--- src/common/btb_defs.svh ---
// Sizing macros for the branch target buffer, included by the package and the RTL blocks
`ifndef BTB_DEFS_SVH
`define BTB_DEFS_SVH

// ----------------------------------------
// Bank geometry
// ----------------------------------------

// Entries per bank
`define BTB_DEPTH 256

// Index is addr[29] plus addr[10:4]
`define BTB_IDX_W 8

// ----------------------------------------
// Fetch group geometry
// ----------------------------------------

`define BTB_SLOTS 4 // Words per fetch group, one bank each

// Width of a slot number
`define BTB_SLOT_W 2

`define BTB_GROUP_BYTES 16 // Byte stride between sequential groups

`endif

--- src/design/initSweepCounter.sv ---
// Walks every BTB index once after reset so the banks start cleared
`timescale 1ns/1ps
`include "btb_defs.svh"

module initSweepCounter (
    input  logic                  clk,
    input  logic                  rst,
    input  logic                  enable_i, // Held by the sequencer during INIT
    output logic [`BTB_IDX_W-1:0] idx_o,    // Index to clear this cycle
    output logic                  done_o    // One cycle after the last index
);

    logic lastIdx;

    assign lastIdx = (idx_o == `BTB_IDX_W'(`BTB_DEPTH - 1));

    always_ff @(posedge clk) begin
        if (!rst) begin
            idx_o  <= '0;
            done_o <= 1'b0;
        end else begin
            if (enable_i) begin
                idx_o <= idx_o + 1'b1; // Wraps to 0 after the last entry
            end
            done_o <= enable_i && lastIdx;
        end
    end

endmodule

--- config.mk ---
export PLATFORM = sky130hd
export DESIGN_NAME = initSweepCounter
export DESIGN_NICKNAME = d
export VERILOG_FILES = /design/src/design/initSweepCounter.sv
export VERILOG_INCLUDE_DIRS = /design/src /design/src/common
export SDC_FILE = /design/constraint.sdc
export NUM_CORES = 1
export LEC_CHECK = 0
export BUFFER_PORTS_ARGS = -buffer_cell sky130_fd_sc_hd__buf_2
export CORE_AREA = 4 4 41 43
export DETAILED_ROUTE_END_ITERATION = 12
export DIE_AREA = 0 0 45 47
export MAX_ROUTING_LAYER = met4
export PLACE_DENSITY_LB_ADDON = 0.1
export SYNTH_ARGS = -nofsm -noshare
export SYNTH_HDL_FRONTEND = slang
export SYNTH_SLANG_ARGS = --single-unit
--- constraint.sdc ---
create_clock -name clk -period 4 [get_ports clk]
set_clock_uncertainty 0.2 [all_clocks]
set_input_delay 0.8 -clock clk [delete_from_list [all_inputs] [get_ports clk]]
set_output_delay 0.8 -clock clk [all_outputs]
set_load 0.02 [all_outputs]
==> impl_results.md <==
- Tmin final: 1.89 ns
- Post-Syn Nets: 43
- Buffers & Inverters on Critical Path: 1
- # DRC: 0
- Hold Violations, Final: 0
- Clk root buf: clkbuf_4
- Setup violations, final: 0
- Total grt overflow: 0
- CP max stage cell: dfxtp_1
- Area Growth Syn to Fin: 24.1%
- Period utilization: 0.473
- CTS tree: done
- Share of cells above drive strength 1: 0.283
- Port bufs: 11
- CTS Hold Buffers Added: 0
- Max Fanout on Critical Path: 6
- Top delay family on crit path: flip-flops
- Die height: 47 um
- Vias in the first global route: 323
- Wire per inst: 11.9 um
- GRT Total Usage: 0.0967
- Initial antenna violation count: 0
- Final max-slew violation count: 0
- Status: finished, final reports clean
- Cell Pwr Density: 370 mW/mm2
- Vias post-DR: 331
- Mapped Cells: 39
- Crit. End Element: output port
- Router iterations before antenna repair: 2
- HP Class: flip-flop to flip-flop
- Slew margin rel.: 0.852
- Post-DR vias/cell: 4.87
- Critical path's largest stage delay: 0.44 ns
- Unique masters post-synth: 16
- Die Wd: 45 um
- Skew-Pair Late Insertion Delay: 0.26 ns
- Setup Buffers After CTS: 0
- Worst Path Required: 3.00 ns
- Core Area: 0.00130 mm2
- Post-synthesis sequential area ratio: 0.469
- Initial Util: 0.295
- Maximum clock rate: 0.529 GHz
- Post-DRT Antenna Nets: 0
- Arrival time of the worst setup path: 0.89 ns
- Peak VDD IR: 166 uV
- Routed wire length: 809 um
- First-pass GRT wire length: 1340 um
- CTS max path bufs: 2
- Avg Cell Area, Syn: 9.85 um2
- Io pins: 12
- Die area: 0.00212 mm2
- Crit path launch type: flip-flop
- Slew at the pin closest to its max-slew limit: 0.222 ns
- DRT iter0 DRCs: 4
- # nets final: 58
- H-tree depth: 1
- Reg2reg setup slack: 2.50 ns
- CTS Buf Count: 3
- Row count: 13
- Critical path class: flip-flop to output port
- Final GP Congestion: 0.682
- Largest net degree at the start of global routing: 10
- RSZ-0062 raised after global routing: no
- Mapped Area: 384 um2
- Worst path cell trace: buf_2
- Yosys warnings: 0
- Inserted Diodes: 0
- Max-cap viol count: 0
- Post-synthesis register bit count: 9
- Clk pin slew, worst setup/hold paths: 0.06 ns
- Lkg Pwr: 0.212 nW
- Design Power: 176 uW
- TritonCTS Sinks: 9
- Post-CTS resize count: 0
- Total negative slack: 0 ns
metrics by stage:
step	hold WS (ns)	setup WS, ns	cell area [um2]	instances	util
4_1_cts	0.283	2.09	477	68	0.366
2_1_floorplan	0.327	2.22	384	39	-
5_1_grt	0.283	2.04	477	68	0.366
3_5_place_dp	0.284	2.09	450	64	0.346
3_3_place_gp	0.262	2.14	450	64	0.346
6_report	0.266	2.11	477	68	0.366
registers in the layout (all words and copies together) (netlist names):
signal  cells
idx_o       8
done_o      1
layer usage:
metal | vias to the layer above | GRT usage | wire length (um)
met5 | - | - | 0
met4 | 0 | 0.0877 | 6
met3 | 2 | 0.0268 | 64
met2 | 10 | 0.158 | 388
met1 | 153 | 0.0922 | 348
li1 | 166 | - | -
logic make-up after synthesis:
logic type / after synthesis / synth area share
buffers and inverters: 1 / 0.0196
adder cells (fa/ha/maj): 1 / 0.0326
multiplexers: 1 / 0.0261
XOR/XNOR: 4 / 0.0912
AND/OR/NAND/NOR: 17 / 0.264
flip-flops: 9 / 0.469
AO/OA/AOI/OAI: 6 / 0.0977
power by group:
part           internal (mW)  switching (mW)
clock network         0.0383          0.0303
registers             0.0919         0.00278
logic                0.00571         0.00745
total                  0.136          0.0406
area by class of cell:
cell class                 count  area [um2]
timing repair buffer          11        55.1
fill                         147         825
clock buffer                   4        26.3
sequential                     9         180
tap                           15        18.8
multi-input combinational     29         196
cell usage in the layout, fill, tap and decap left out:
| cell type | count |
|---|---|
| mux2i_1 | 1 |
| a21boi_1 | 3 |
| nand2_1 | 3 |
| buf_2 | 11 |
| nor3_1 | 1 |
| clkbuf_1 | 1 |
| o21ai_0 | 3 |
| clkbuf_4 | 3 |
| nand4_1 | 2 |
| nand3_1 | 2 |
| xor2_1 | 1 |
| nand4_2 | 1 |
| nor2b_1 | 1 |
| or3_1 | 3 |
| dfxtp_1 | 9 |
| xnor2_1 | 3 |
| and2_1 | 4 |
| ha_1 | 1 |
synthesized netlist by cell type, drive strengths merged:
cell type | instances | area share
nand4 | 3 | 0.065
nand3 | 2 | 0.026
or3 | 3 | 0.049
a21boi | 3 | 0.059
ha | 1 | 0.033
nor3 | 1 | 0.013
xor2 | 1 | 0.023
nor2b | 1 | 0.016
dfxtp | 9 | 0.47
and2 | 4 | 0.065
buf | 1 | 0.020
xnor2 | 3 | 0.068
nand2 | 3 | 0.029
mux2i | 1 | 0.026
o21ai | 3 | 0.039
final timing paths:
kind                              start                     to  cells past startpoint
setup / recovery  idx_o[3]$_SDFFE_PN0P_               idx_o[3]                      1
hold / removal    idx_o[7]$_SDFFE_PN0P_      done_o$_SDFF_PN0_                      2
hold reg to reg   idx_o[7]$_SDFFE_PN0P_      done_o$_SDFF_PN0_                      2
setup reg to reg  idx_o[0]$_SDFFE_PN0P_  idx_o[6]$_SDFFE_PN0P_                      4
No activity file was read; power rests on OpenSTA's default activity.
