==> src/common/btb_defs.svh <==
// Sizing macros for the branch target buffer, included by the package and the RTL blocks
`ifndef BTB_DEFS_SVH
`define BTB_DEFS_SVH

// ----------------------------------------
// Bank geometry
// ----------------------------------------

// Entries per bank
`define BTB_DEPTH 256

// Index is addr[29] plus addr[10:4]
`define BTB_IDX_W 8

// ----------------------------------------
// Fetch group geometry
// ----------------------------------------

`define BTB_SLOTS 4 // Words per fetch group, one bank each

// Width of a slot number
`define BTB_SLOT_W 2

`define BTB_GROUP_BYTES 16 // Byte stride between sequential groups

`endif

==> src/common/btbPkg.sv <==
// Shared types for the fetch prediction stage, imported by every block that moves BTB data
`include "btb_defs.svh"

package btbPkg;

    // ----------------------------------------
    // Storage
    // ----------------------------------------

    // One BTB entry, target kept as a word address
    typedef struct packed {
        logic        taken;  // Predicted taken
        logic [29:0] target; // Target word address, byte bits dropped
    } btbEntryT;

    // ----------------------------------------
    // Fetch side
    // ----------------------------------------

    // Request from the fetch address generator
    typedef struct packed {
        logic                   valid;
        logic [31:0]            addr; // 16-byte aligned group address
        logic [`BTB_SLOTS-1:0]  mask; // Word enables, bit 0 is lowest word
    } fetchReqT;

    // Registered prediction for one accepted group
    typedef struct packed {
        logic                   valid;         // One cycle per accepted request
        logic [31:0]            nextAddr;      // Next group to fetch
        logic                   taken;         // A taken branch found in this group
        logic [`BTB_SLOT_W-1:0] slot;          // Slot of that branch
        logic [`BTB_SLOTS-1:0]  mask;          // Enables after trimming
        logic                   needDelaySlot; // Slot 3 branch, slot moves to next group
    } predRespT;

    // ----------------------------------------
    // Repair side
    // ----------------------------------------

    // Correction from the back-end branch unit, one Wishbone write
    typedef struct packed {
        logic [31:0] addr;   // Branch instruction address
        logic        taken;  // Resolved direction
        logic [31:0] target; // Resolved byte target
    } repairT;

    // Sequencer states
    typedef enum logic [1:0] {
        INIT  = 2'd0, // Clearing banks after reset
        RUN   = 2'd1, // Normal lookups
        DSLOT = 2'd2  // Fetching delay slot of a slot 3 branch
    } fetchStateT;

endpackage

==> src/design/fetchSeqFsm.sv <==
// Fetch sequencer: init clear, normal run and delay-slot fetch, plus Wishbone repair handshake
`timescale 1ns/1ps

module fetchSeqFsm import btbPkg::*; (
    input  logic        clk,
    input  logic        rst,
    input  logic        sweepDone_i,   // Last index cleared
    output logic        clrEn_o,
    input  logic        reqAccept_i,   // Fetch request taken this edge
    input  logic        slot3Taken_i,
    input  logic [31:0] slot3Target_i,
    output logic        dslotMode_o,
    output logic [31:0] dslotTarget_o,
    output logic        fetchReady_o,
    input  logic        wbCyc_i,
    input  logic        wbStb_i,
    input  logic        wbWe_i,
    output logic        repWr_o,       // Write strobe into the BTB
    output logic        wbAck_o
);

    fetchStateT state;
    fetchStateT stateNxt;
    logic       wbReq;     // New Wishbone access to answer

    // ----------------------------------------
    // State machine
    // ----------------------------------------

    always_comb begin
        stateNxt = state;
        case (state)
            INIT:    if (sweepDone_i) stateNxt = RUN;
            RUN:     if (reqAccept_i && slot3Taken_i) stateNxt = DSLOT;
            DSLOT:   if (reqAccept_i) stateNxt = RUN; // Delay slot group consumed
            default: stateNxt = INIT;
        endcase
    end

    always_ff @(posedge clk) begin
        if (!rst) begin
            state <= INIT;
        end else begin
            state <= stateNxt;
        end
    end

    // Redirect target held across the delay slot fetch
    always_ff @(posedge clk) begin
        if (state == RUN && reqAccept_i && slot3Taken_i) begin
            dslotTarget_o <= slot3Target_i;
        end
    end

    assign clrEn_o      = (state == INIT) && !sweepDone_i; // No extra write on done
    assign fetchReady_o = (state != INIT);
    assign dslotMode_o  = (state == DSLOT);

    // ----------------------------------------
    // Wishbone slave
    // ----------------------------------------

    // Master holds the strobe until ack, so mask the cycle ack is up
    assign wbReq   = wbCyc_i && wbStb_i && !wbAck_o && (state != INIT);
    assign repWr_o = wbReq && wbWe_i; // Reads just get acked

    always_ff @(posedge clk) begin
        if (!rst) begin
            wbAck_o <= 1'b0;
        end else begin
            wbAck_o <= wbReq;
        end
    end

    ackSingle: assert property (
        @(posedge clk) disable iff (!rst)
        wbAck_o |=> !wbAck_o
    ) else $error("fetchSeqFsm ack held two cycles");

endmodule

==> config.mk <==
export PLATFORM = sky130hd
export DESIGN_NAME = fetchSeqFsm
export DESIGN_NICKNAME = d
export VERILOG_FILES = /design/src/common/btbPkg.sv /design/src/design/fetchSeqFsm.sv
export VERILOG_INCLUDE_DIRS = /design/src /design/src/common
export SDC_FILE = /design/constraint.sdc
export NUM_CORES = 1
export LEC_CHECK = 0
export BUFFER_PORTS_ARGS = -buffer_cell sky130_fd_sc_hd__buf_4
export CORE_ASPECT_RATIO = 0.75
export CORE_MARGIN = 3
export CORE_UTILIZATION = 25
export DETAILED_ROUTE_END_ITERATION = 12
export MAX_ROUTING_LAYER = met4
export PLACE_DENSITY_LB_ADDON = 0.15
export SLEW_MARGIN = 20
export SYNTH_ARGS = -nofsm -noshare
export SYNTH_HDL_FRONTEND = slang
export SYNTH_SLANG_ARGS = --single-unit
export TNS_END_PERCENT = 50
==> constraint.sdc <==
create_clock -name clk -period 2.04 [get_ports clk]
set_clock_uncertainty 0.2 [all_clocks]
set_input_delay 0.408 -clock clk [delete_from_list [all_inputs] [get_ports clk]]
set_output_delay 0.408 -clock clk [all_outputs]
set_load 0.02 [all_outputs]
==> summary.txt <==
status -> completed
Hold WC Path Type -> in2reg
Syn Nets -> 89
Clk Latency, worst-skew pair -> 0.28 ns
Vias/cell -> 3.92
post-route minimum period -> 1.83 ns
critical setup path kind -> reg2out
Synth cell types -> 15
Post-Syn Instances -> 49
Initial Util -> 0.267
yosys synthesis warning count -> 0
area grow syn2layout -> 66.3%
CTS Sinks -> 35
Post-Syn Area per Cell -> 22.8 um2
critical path data arrival time -> 1.22 ns
Post-DRT Antenna Nets -> 0
Antenna Cells -> 0
cts-stage hold buffer count -> 0
worst-path maximum fanout -> 6
most common cell after layout, fill and taps aside -> buf_4
drt drc -> 0
initial antenna violation count -> 0
power per cell area -> 751 nW/um2
FF+latch count, synth -> 35
final worst-path cycle share -> 0.896
GRT Total Usage -> 0.0963
IO Port Bufs -> 76
Multi-input gate area -> 86.3 um2
Core Util, Final -> 0.444
most frequent cells in the layout -> 76 x buf_4, 32 x edfxtp_1, 5 x clkbuf_8, 3 x dfxtp_1
DR pass1 iterations -> 2
Post-Syn Area -> 1110 um2
post-synthesis sequential area ratio -> 0.916
Layout Nets -> 173
Setup crit end kind -> output port
Post-CTS Resized -> 0
Die Ht -> 63.8 um
number of global-route vias before repair -> 787
P_leak -> 0.777 nW
Startpoint Class -> register
CTS max path bufs -> 2
die area -> 5300 um2
unrepaired setup endpoints after global routing -> no
Iter 0 DRT Violations -> 16
# IOs -> 77
# Post-CTS Setup Buffers -> 0
wire length per cell -> 12.7 um
Final Setup Violations -> 0
Remaining Overflow, GRT -> 0
measured slew at the worst slew-check pin -> 0.241 ns
fmax -> 547 MHz
CTS tree -> yes
Clock Pin Slew Worst Setup and Hold Paths -> 0.07 ns
largest net degree at the start of global routing -> 34
root buf cell -> clkbuf_8
routability cong. -> 0.757
fin. max-slew vios -> 0
WL final -> 2390 um
first-pass GRT wire length -> 3670 um
depth of the CTS H-tree -> 2
Crit path required time -> 1.43 ns
routed via count -> 741
fillcell total -> 387
peak supply drop -> 375 uV
total power -> 1.39 mW
Register Area -> 1020 um2
share of layout cells above drive strength 1 -> 0.619
Max-Cap Viols -> 0
core area -> 4180 um2
TritonCTS Buffers -> 5
Die Width -> 83.1 um
Hold Vio Cnt, Final -> 0
FP Rows -> 20
setup TNS -> 0 ns
Slew HR -> 0.839
-- flip-flops by register name, summed over array words and instances, names as in the netlist --
| signal | count |
|---|---|
| dslotTarget_o | 32 |
| wbAck_o | 1 |
| state | 2 |
-- worst paths after layout --
| check | from | to | slack, ns | cells after the start |
|---|---|---|---|---|
| min | slot3Target_i[27] | dslotTarget_o[27] | 0.10 | 1 |
| max reg2reg | state[0] | dslotTarget_o[24] | 0.66 | 2 |
| min reg2reg | wbAck_o | wbAck_o | 0.27 | 1 |
| max | state[1] | repWr_o | 0.21 | 3 |
-- per-stage QoR --
step | cells | hold WS [ns] | area (um2) | setup slack [ns]
3_3_place_gp | 181 | 0.271 | 1770 | 0.513
4_1_cts | 189 | 0.0879 | 1850 | 0.175
3_5_place_dp | 181 | 0.272 | 1770 | 0.455
6_report | 189 | 0.101 | 1850 | 0.212
2_1_floorplan | 49 | 0.307 | 1110 | 0.132
5_1_grt | 189 | 0.0854 | 1850 | 0.128
-- critical path: stages, from the launching register on --
cell,delay [ns]
dfxtp_1,0.39
nor2_1,0.11
nor4b_2,0.26
buf_4,0.18
-- logic make-up (layout without fill, tap and decap cells) --
logic type      Yosys count  count (layout)  synth area share
flops                    35              35             0.916
simple gates              9               9            0.0572
compound gates            3               3            0.0202
buf+inv                   2              87           0.00674
-- power breakdown --
part / internal [mW] / total, mW / switching, mW
registers: 0.804 / 0.811 / 0.00688
logic: 0.0774 / 0.134 / 0.0568
clock network: 0.232 / 0.448 / 0.216
total: 1.11 / 1.39 / 0.279
-- cell usage after synthesis --
master    count  share of area
nor2_1        1         0.0034
nand2b_1      1         0.0056
nor4_1        1         0.0056
nor3_1        1         0.0045
nand2_1       1         0.0034
and4b_1       1         0.0090
dfxtp_1       3          0.054
nor3b_1       1         0.0067
inv_1         2         0.0067
a211oi_1      1         0.0067
nor4b_2       1          0.013
a21o_1        1         0.0067
o21a_1        1         0.0067
nor2b_1       1         0.0056
edfxtp_1     32           0.86
-- routing by layer --
layer / track usage / vias to the layer above / share of wire
met4: 0.0551 / 0 / 0.017
met1: 0.100 / 327 / 0.37
met5: - / - / 0
met3: 0.0515 / 5 / 0.13
li1: - / 357 / -
met2: 0.146 / 52 / 0.48
-- layout make-up --
class	instances	area share
Clock buffer	6	0.0391
Multi-Input combinational cell	12	0.0466
Timing Repair Buffer	77	0.318
Sequential cell	35	0.551
Clock inverter	2	0.00405
Tap cell	55	0.0371
Inverter	2	0.00405
No activity file was read; power rests on OpenSTA's default activity.
