==> config.mk <==
export PLATFORM = sky130hd
export DESIGN_NAME = branchFourToOne
export DESIGN_NICKNAME = d
export VERILOG_FILES = /design/src/common/btbPkg.sv /design/src/btb/branchFourToOne.sv
export VERILOG_INCLUDE_DIRS = /design/src /design/src/common
export SDC_FILE = /design/constraint.sdc
export NUM_CORES = 1
export LEC_CHECK = 0
export ABC_CLOCK_PERIOD_IN_PS = 2800
export BUFFER_PORTS_ARGS = -buffer_cell sky130_fd_sc_hd__buf_2
export CAP_MARGIN = 20
export CORE_MARGIN = 1.5
export CORE_UTILIZATION = 34
export DETAILED_ROUTE_END_ITERATION = 8
export HOLD_SLACK_MARGIN = 0.06
export PLACE_DENSITY = 0.74
export SLEW_MARGIN = 10
export SYNTH_ARGS = -nofsm -noshare
export SYNTH_HDL_FRONTEND = slang
export SYNTH_SLANG_ARGS = --single-unit
==> constraint.sdc <==
create_clock -name clk -period 2.8 [get_ports clk]
set_input_delay 0.42 -clock clk [delete_from_list [all_inputs] [get_ports clk]]
set_output_delay 0.42 -clock clk [all_outputs]
set_load 0.02 [all_outputs]
==> src/common/btb_defs.svh <==
// Sizing macros for the branch target buffer, included by the package and the RTL blocks
`ifndef BTB_DEFS_SVH
`define BTB_DEFS_SVH

// ----------------------------------------
// Bank geometry
// ----------------------------------------

// Entries per bank
`define BTB_DEPTH 256

// Index is addr[29] plus addr[10:4]
`define BTB_IDX_W 8

// ----------------------------------------
// Fetch group geometry
// ----------------------------------------

`define BTB_SLOTS 4 // Words per fetch group, one bank each

// Width of a slot number
`define BTB_SLOT_W 2

`define BTB_GROUP_BYTES 16 // Byte stride between sequential groups

`endif

==> src/common/btbPkg.sv <==
// Shared types for the fetch prediction stage, imported by every block that moves BTB data
`include "btb_defs.svh"

package btbPkg;

    // ----------------------------------------
    // Storage
    // ----------------------------------------

    // One BTB entry, target kept as a word address
    typedef struct packed {
        logic        taken;  // Predicted taken
        logic [29:0] target; // Target word address, byte bits dropped
    } btbEntryT;

    // ----------------------------------------
    // Fetch side
    // ----------------------------------------

    // Request from the fetch address generator
    typedef struct packed {
        logic                   valid;
        logic [31:0]            addr; // 16-byte aligned group address
        logic [`BTB_SLOTS-1:0]  mask; // Word enables, bit 0 is lowest word
    } fetchReqT;

    // Registered prediction for one accepted group
    typedef struct packed {
        logic                   valid;         // One cycle per accepted request
        logic [31:0]            nextAddr;      // Next group to fetch
        logic                   taken;         // A taken branch found in this group
        logic [`BTB_SLOT_W-1:0] slot;          // Slot of that branch
        logic [`BTB_SLOTS-1:0]  mask;          // Enables after trimming
        logic                   needDelaySlot; // Slot 3 branch, slot moves to next group
    } predRespT;

    // ----------------------------------------
    // Repair side
    // ----------------------------------------

    // Correction from the back-end branch unit, one Wishbone write
    typedef struct packed {
        logic [31:0] addr;   // Branch instruction address
        logic        taken;  // Resolved direction
        logic [31:0] target; // Resolved byte target
    } repairT;

    // Sequencer states
    typedef enum logic [1:0] {
        INIT  = 2'd0, // Clearing banks after reset
        RUN   = 2'd1, // Normal lookups
        DSLOT = 2'd2  // Fetching delay slot of a slot 3 branch
    } fetchStateT;

endpackage

==> src/btb/branchFourToOne.sv <==
// Picks the first taken branch in a fetch group, trims the mask and registers the prediction
`timescale 1ns/1ps
`include "btb_defs.svh"

module branchFourToOne import btbPkg::*; (
    input  logic                      clk,
    input  logic                      rst,
    input  fetchReqT                  req_i,         // Valid only when accepted
    input  btbEntryT [`BTB_SLOTS-1:0] entries_i,     // Lookup result per slot
    input  logic                      dslotMode_i,   // Group holds a pending delay slot
    input  logic [31:0]               dslotTarget_i, // Saved slot 3 target
    output logic                      slot3Taken_o,  // Slot 3 branch wins this cycle
    output predRespT                  resp_o
);

    localparam logic [`BTB_SLOTS-1:0] ALL_SLOTS = '1;

    predRespT               nxt;
    logic                   hit;     // Some enabled slot is taken
    logic [`BTB_SLOT_W-1:0] hitSlot; // Lowest such slot
    logic [31:0]            seqAddr;

    assign seqAddr = req_i.addr + 32'(`BTB_GROUP_BYTES); // Fall-through group

    // ----------------------------------------
    // Priority pick and next address
    // ----------------------------------------

    always_comb begin
        hit     = 1'b0;
        hitSlot = '0;
        for (int s = 0; s < `BTB_SLOTS; s++) begin
            if (!hit && req_i.mask[s] && entries_i[s].taken) begin // Lowest enabled wins
                hit     = 1'b1;
                hitSlot = `BTB_SLOT_W'(s);
            end
        end

        nxt          = '0;
        nxt.valid    = req_i.valid;
        nxt.nextAddr = seqAddr;
        nxt.mask     = req_i.mask;

        if (dslotMode_i) begin
            // Only the delay slot word survives, then redirect
            nxt.mask     = req_i.mask & `BTB_SLOTS'(1);
            nxt.nextAddr = dslotTarget_i;
        end else if (hit) begin
            nxt.taken = 1'b1;
            nxt.slot  = hitSlot;
            if (hitSlot == `BTB_SLOT_W'(`BTB_SLOTS - 1)) begin
                nxt.needDelaySlot = 1'b1; // Delay slot lives in next group
            end else begin
                // Keep up to and including the delay slot
                nxt.mask     = req_i.mask & (ALL_SLOTS >> (`BTB_SLOTS - 2 - hitSlot));
                nxt.nextAddr = {entries_i[hitSlot].target, 2'b00};
            end
        end
    end

    assign slot3Taken_o = req_i.valid && !dslotMode_i && nxt.needDelaySlot;

    // One cycle latency to resp_o
    always_ff @(posedge clk) begin
        if (!rst) begin
            resp_o <= '0;
        end else begin
            resp_o <= nxt;
        end
    end

    // Trimming may only drop words, never add
    maskSubset: assert property (
        @(posedge clk) disable iff (!rst)
        req_i.valid |=> (resp_o.mask & ~$past(req_i.mask)) == '0
    ) else $error("branchFourToOne mask grew beyond request");

endmodule

==> reports/qor.txt, run 1 <==
Post-Synth XOR/XNOR Area: 7.350%
P_leak: 0.002230 uW
Worst path arrival time: 1.93 ns
Clk buf depth: 2
Post-CTS setup buffers: 0
Yosys warning total: 0
Worst setup path end: slot3Taken_o
Synth Area in Simple Gates: 33.10%
Worst path bufs/invs: 4
Combinational family with the most area after synthesis: simple AND/OR/NAND/NOR gates
Remaining DRCs: 0
DP Wirelength: 10,120 um
Layout cells sized above 1: 43.30%
Core region area: 8341 um2
Number of enable flip-flop cells after synthesis: 0
Sink Count: 41
Post-Syn Area: 2979 um2
Placed Cells: 739
Pin count of the biggest net entering global routing: 35
Synth Area in Adders: 1.260%
Fillers: 847
Setup TNS Final: 0 ns
Worst Setup SP: req_i[0]
Multiplexer share of the synthesized area: 9.618%
Resized cells post-CTS: 0
RSZ-0062 raised after global routing: false
Hold Crit Depth: 3
Critical Setup Path Class: in2out
# setup viols final: 0
CP endpoint kind: primary output
# hold bufs at CTS: 0
Status: complete, no violations
Antenna Cells: 0
Gp weighted congestion: 0.9594
Slew HR: 61.79%
Hold WC Path Type: in2reg
Multi-input logic area: 2028 um2
Crit-path max FO: 16
Top FF cell, synth: dfxtp_1
Post-Route WL: 12,310 um
Final period util: 84.10%
Die Height: 96.61 um
Mapped Cells: 410
Post-synthesis cell type count: 51
Fin crit period: 2.355 ns
Crit path cell chain: buf_2 -> a22oi_1 -> nand2b_1 -> inv_2 -> buf_4 -> ha_1 -> nand2_1 -> nor3_1 -> buf_2
Power density over the cells: 384.0 nW/um2
Worst path depth: 9
CTS buffer count: 5
Via count: 3,861
IO Pins: 238
Compound-Gate Fraction of Synth Area: 16.38%
CTS tree: built
Final hold vios: 0
Overflow after GRT: 0
Max incr delay on CP: 0.33 ns
Antenna violations before repair: 0
Top reg by flops: resp_o
Avg Inst Size Synth: 7.266 um2
H-tree Lvls: 2
Worst VDD drop: 0.0001693 V
Slowest CP cell: a22oi_1
Vias in the first global route: 3,940
Clock root buffer: clkbuf_8
DR WL/cell: 16.47 um
Die area: 9333 um2
Sequential cell area: 820.8 um2
Top cell by count, worst path: buf_2
Initial drt markers: 87
Wire length of the first global-routing pass: 19,080 um
Max FFs per register: 41
Port buffer count: 237
Total of max-cap violations: 0
Pre-antenna DRT Iters: 4
Seq/Total Area, Yosys: 27.55%
Worst-path clk slew: 0.08 ns
Top flop regs: resp_o x41
Global Route Usage Sum: 25.34%
Delay-heaviest family, CP: buffers and inverters
Die Wd: 96.61 um
Std-Cell Rows: 33
Vias per cell: 5.169
Final instance count without filler cells: 747
Post-route ant nets: 0
Starting density of the core: 35.72%
CP Data Required Time: 2.38 ns
Final layout net count: 840
Final Slew Violations: 0
CP startpoint kind: input pin
Max Freq: 0.4247 GHz
Synth Register Bits: 41
FFs w/ async S/R, synth: 0%
Least-Margin Pin Slew: 0.5587 ns
Area grow syn2layout: 47.38%
Syn_nets: 609
-- cells in the mapped netlist (all sizes together) (2+ instances only) --
master / instances / area [um2]
a22oi: 10 / 75.07
dfxtp: 41 / 820.8
a32oi: 3 / 26.28
nand3: 50 / 250.2
nor2: 16 / 76.32
a32o: 3 / 30.03
and3: 5 / 32.53
xnor2: 17 / 148.9
a21oi: 20 / 103.9
buf: 10 / 55.05
o211ai: 4 / 30.03
nor3b: 4 / 30.03
clkbuf: 17 / 63.81
o21ai: 29 / 145.1
mux2: 3 / 33.78
mux4: 5 / 112.6
or2: 2 / 12.52
nand2: 102 / 382.9
nor2b: 3 / 18.77
xor2: 8 / 70.07
and2: 8 / 50.05
nor4: 4 / 31.28
nor3: 6 / 30.03
mux2i: 14 / 140.1
inv: 6 / 22.52
ha: 3 / 37.54
nand4: 3 / 25.02
-- cell families (layout without fill, tap and decap cells) --
family          after synthesis  in the layout
xor+xnor                     25             25
fa+ha+maj                     3              3
mux                          22             22
simple gates                208            208
flops                        41             41
buf+inv                      33            265
compound gates               78             78
-- cell type report --
class / count / share of cell area (%)
well taps: 105 / 2.992
flip-flops and latches: 41 / 18.69
multi-input cells: 336 / 46.20
inverters: 6 / 0.5130
clock inverters: 2 / 0.3135
repair buffers: 251 / 29.41
clock buffers: 6 / 1.881
-- metal layers --
metal  track usage, %  vias up  part of all wire [%]
met4            9.030        0                   3.0
met5                0        -                     0
met2            47.34      203                    51
met1            27.80     1723                    37
met3            5.708       29                   8.3
li1                 -     1906                     -
-- worst min-delay path: stages --
cell and delay [ns]:
buf_2 0.08, nand2_1 0.04, nand2_1 0.05
-- how the worst min path moves through the flow --
stage | endpoint | from
5_1_grt | resp_o[17] | dslotTarget_i[9]
6_report | resp_o[17] | dslotTarget_i[9]
2_1_floorplan | resp_o[17] | dslotTarget_i[9]
3_3_place_gp | resp_o[17] | dslotTarget_i[9]
4_1_cts | resp_o[17] | dslotTarget_i[9]
3_5_place_dp | resp_o[17] | dslotTarget_i[9]
-- cells in the final DEF (no fill, tap or decap), types with 5 or more instances in the layout --
| cell | synthesis | layout |
|---|---|---|
| a21oi_1 | 19 | 19 |
| a22oi_1 | 10 | 10 |
| and2_1 | 8 | 8 |
| buf_2 | 8 | 237 |
| buf_4 | 0 | 14 |
| clkbuf_8 | 0 | 6 |
| dfxtp_1 | 41 | 41 |
| inv_1 | 5 | 5 |
| mux2i_1 | 14 | 14 |
| mux4_2 | 5 | 5 |
| nand2_1 | 102 | 102 |
| nand3_1 | 50 | 50 |
| nor2_1 | 15 | 15 |
| nor3_1 | 6 | 6 |
| o21ai_0 | 16 | 16 |
| o21ai_1 | 13 | 12 |
| xnor2_1 | 17 | 17 |
| xor2_1 | 8 | 8 |
-- stage by stage --
step	area [um2]	hold WS, ns	worst slack [ns]	total power (uW)	utilization (%)
floorplan	2979	0.5262	0.06653	993.3	-
global placement	4294	0.6136	0.4696	1277	51.49
detailed placement	4294	0.6194	0.3967	1284	51.49
CTS	4390	0.3078	0.4354	1707	52.64
global route	4390	0.3231	0.2938	1783	52.64
finish	4390	0.3215	0.4452	1686	52.64
-- report_power, final --
| part | total (uW) | switching [uW] | internal (uW) | leakage [uW] |
|---|---|---|---|---|
| sequential | 647 | 14.0 | 633 | 0.000340 |
| combinational | 623 | 353 | 270 | 0.00184 |
| clock | 416 | 216 | 200 | 0.0000512 |
Note: power is estimated with default switching activity, not from simulation.
==> run 2: changes to the inputs <==
--- a/config.mk
+++ b/config.mk
@@ -6,14 +6,14 @@
 export SDC_FILE = /design/constraint.sdc
 export NUM_CORES = 1
 export LEC_CHECK = 0
-export ABC_CLOCK_PERIOD_IN_PS = 2800
+export ABC_CLOCK_PERIOD_IN_PS = 2300
 export BUFFER_PORTS_ARGS = -buffer_cell sky130_fd_sc_hd__buf_2
 export CAP_MARGIN = 20
 export CORE_MARGIN = 1.5
 export CORE_UTILIZATION = 34
 export DETAILED_ROUTE_END_ITERATION = 8
 export HOLD_SLACK_MARGIN = 0.06
-export PLACE_DENSITY = 0.74
+export PLACE_DENSITY = 0.71
 export SLEW_MARGIN = 10
 export SYNTH_ARGS = -nofsm -noshare
 export SYNTH_HDL_FRONTEND = slang
==> constraint.sdc (replaced) <==
create_clock -name clk -period 2.3 [get_ports clk]
set_input_delay 0.345 -clock clk [delete_from_list [all_inputs] [get_ports clk]]
set_output_delay 0.345 -clock clk [all_outputs]
set_load 0.02 [all_outputs]
==> reports/qor.txt, run 2 (synthesis gave the netlist of run 1 again) <==
Die Height: 96.61 um (unchanged)
Vias per cell: 5.196 (was 5.169)
Critical Setup Path Class: in2out (unchanged)
Slew HR: 63.58% (was 61.79%)
Clk buf depth: 2 (unchanged)
Max Freq: 0.4802 GHz
Status: complete, no violations (unchanged)
Remaining DRCs: 0 (unchanged)
# setup viols final: 0 (unchanged)
Die Wd: 96.61 um (unchanged)
Top cell by count, worst path: buf_2 (unchanged)
Die area: 9333 um2 (unchanged)
Global routing usage on met3: 5.997% (was 5.708%)
Hold WC Path Type: in2reg (unchanged)
Antenna Cells: 0 (unchanged)
Layout cells sized above 1: 44.15% (was 43.30%)
Std-Cell Rows: 33 (unchanged)
Global Route Usage Sum: 25.02% (was 25.34%)
Setup ws final: 0.2174 ns (was 0.4452 ns)
CP endpoint kind: primary output (unchanged)
Met1 GRT Util: 27.53% (was 27.80%)
Power density over the cells: 467.2 nW/um2 (was 384.0 nW/um2)
CP startpoint kind: input pin (unchanged)
CTS buffer count: 5 (unchanged)
Setup TNS Final: 0 ns (unchanged)
Max FFs per register: 41 (unchanged)
Pin count of the biggest net entering global routing: 35 (unchanged)
CTS tree: built (unchanged)
Total Power: 2097 uW (was 1686 uW)
Core region area: 8341 um2 (unchanged)
Top flop regs: resp_o x41 (unchanged)
Worst path arrival time: 1.74 ns (was 1.93 ns)
Worst VDD drop: 0.0002002 V (was 0.0001693 V)
Via count: 3,923 (was 3,861)
Starting density of the core: 35.72% (unchanged)
Initial drt markers: 81 (was 87)
# hold bufs at CTS: 0 (unchanged)
Resized cells post-CTS: 0 (unchanged)
Dpl ws: 0.1474 ns (was 0.3967 ns)
Commonest non-fill, non-tap cell in the layout: buf_2 (unchanged)
RSZ-0062 raised after global routing: false (unchanged)
DR WL/cell: 15.76 um (was 16.47 um)
Fin crit period: 2.083 ns
Antenna violations before repair: 0 (unchanged)
Total of max-cap violations: 0 (unchanged)
DP Wirelength: 9866 um (was 10,120 um)
Gp weighted congestion: 0.8355 (was 0.9594)
Post-route ant nets: 0 (unchanged)
Clock root buffer: clkbuf_8 (unchanged)
Most frequent cells in the layout: 237 x buf_2, 102 x nand2_1, 50 x nand3_1, 41 x dfxtp_1, 21 x buf_4 (was 237 x buf_2, 102 x nand2_1, 50 x nand3_1, 41 x dfxtp_1, 19 x a21oi_1)
Slowest CP cell: ha_1 (was a22oi_1)
H-tree Lvls: 2 (unchanged)
Met2 usage: 46.53% (was 47.34%)
Port buffer count: 237 (unchanged)
Final period util: 90.55%
Crit path cell chain: buf_2 -> a22oi_1 -> nand2b_1 -> inv_2 -> buf_12 -> ha_1 -> nand2_1 -> nor3_1 -> buf_2 (was buf_2 -> a22oi_1 -> nand2b_1 -> inv_2 -> buf_4 -> ha_1 -> nand2_1 -> nor3_1 -> buf_2)
Wire length of the first global-routing pass: 19,130 um (was 19,080 um)
Post-Route WL: 11,900 um (was 12,310 um)
Overflow after GRT: 0 (unchanged)
Vias in the first global route: 3,984 (was 3,940)
Top reg by flops: resp_o (unchanged)
Crit-path max FO: 24 (was 16)
Final Slew Violations: 0 (unchanged)
IO Pins: 238 (unchanged)
Least-Margin Pin Slew: 0.5325 ns (was 0.5587 ns)
Pre-antenna DRT Iters: 4 (unchanged)
Post-CTS setup buffers: 0 (unchanged)
Area grow syn2layout: 50.65% (was 47.38%)
CP Data Required Time: 1.96 ns (was 2.38 ns)
Most used routing layer: met2 (unchanged)
Final hold vios: 0 (unchanged)
P_leak: 0.002275 uW (was 0.002230 uW)
Sink Count: 41 (unchanged)
Max incr delay on CP: 0.25 ns (was 0.33 ns)
Final layout net count: 848 (was 840)
Worst-path clk slew: 0.08 ns (about the same)
## run 2: layout make-up
class / count / area, um2
Clock inverter: 1 / 5.005
Sequential cell: 41 / 820.8
Timing Repair Buffer: 259 / 1364
Clock buffer: 7 / 96.34
Tap cell: 105 / 131.4
Multi-Input combinational cell: 336 / 2048
Fill cell: 827 / 3852
Inverter: 6 / 22.52
## run 2: path summary, 6_finish.rpt
check | to | start | slack (ns) | depth (start not counted)
max | slot3Taken_o | req_i[0] | 0.22 | 9
min | resp_o[14] | dslotTarget_i[6] | 0.24 | 3
## run 2: power by group
group	internal (uW)	switching, uW
logic	346	427
registers	770	14.7
clock network	272	267
## run 2: per-stage QoR
step / cell area, um2 / std cells / hold slack, ns / utilization (%)
2_1_floorplan: 3037 / 410 / 0.4512 / -
5_1_grt: 4488 / 755 / 0.2301 / 53.81
6_report: 4488 / 755 / 0.2419 / 53.81
3_3_place_gp: 4387 / 747 / 0.5389 / 52.60
4_1_cts: 4488 / 755 / 0.2294 / 53.81
3_5_place_dp: 4387 / 747 / 0.5457 / 52.60
## run 2: critical path, delay by kind of cell
| family | cells | cell delay [ns] |
|---|---|---|
| buffers and inverters | 4 | 0.60 |
| AND/OR/NAND/NOR | 3 | 0.32 |
| adder cells (fa/ha/maj) | 1 | 0.25 |
| AO/OA/AOI/OAI | 1 | 0.23 |
## run 2: metal layers
| metal | vias up | wire length (um) |
|---|---|---|
| met4 | 0 | 369 |
| met5 | - | 0 |
| met3 | 26 | 837 |
| met2 | 178 | 6017 |
| li1 | 1917 | - |
| met1 | 1802 | 4674 |
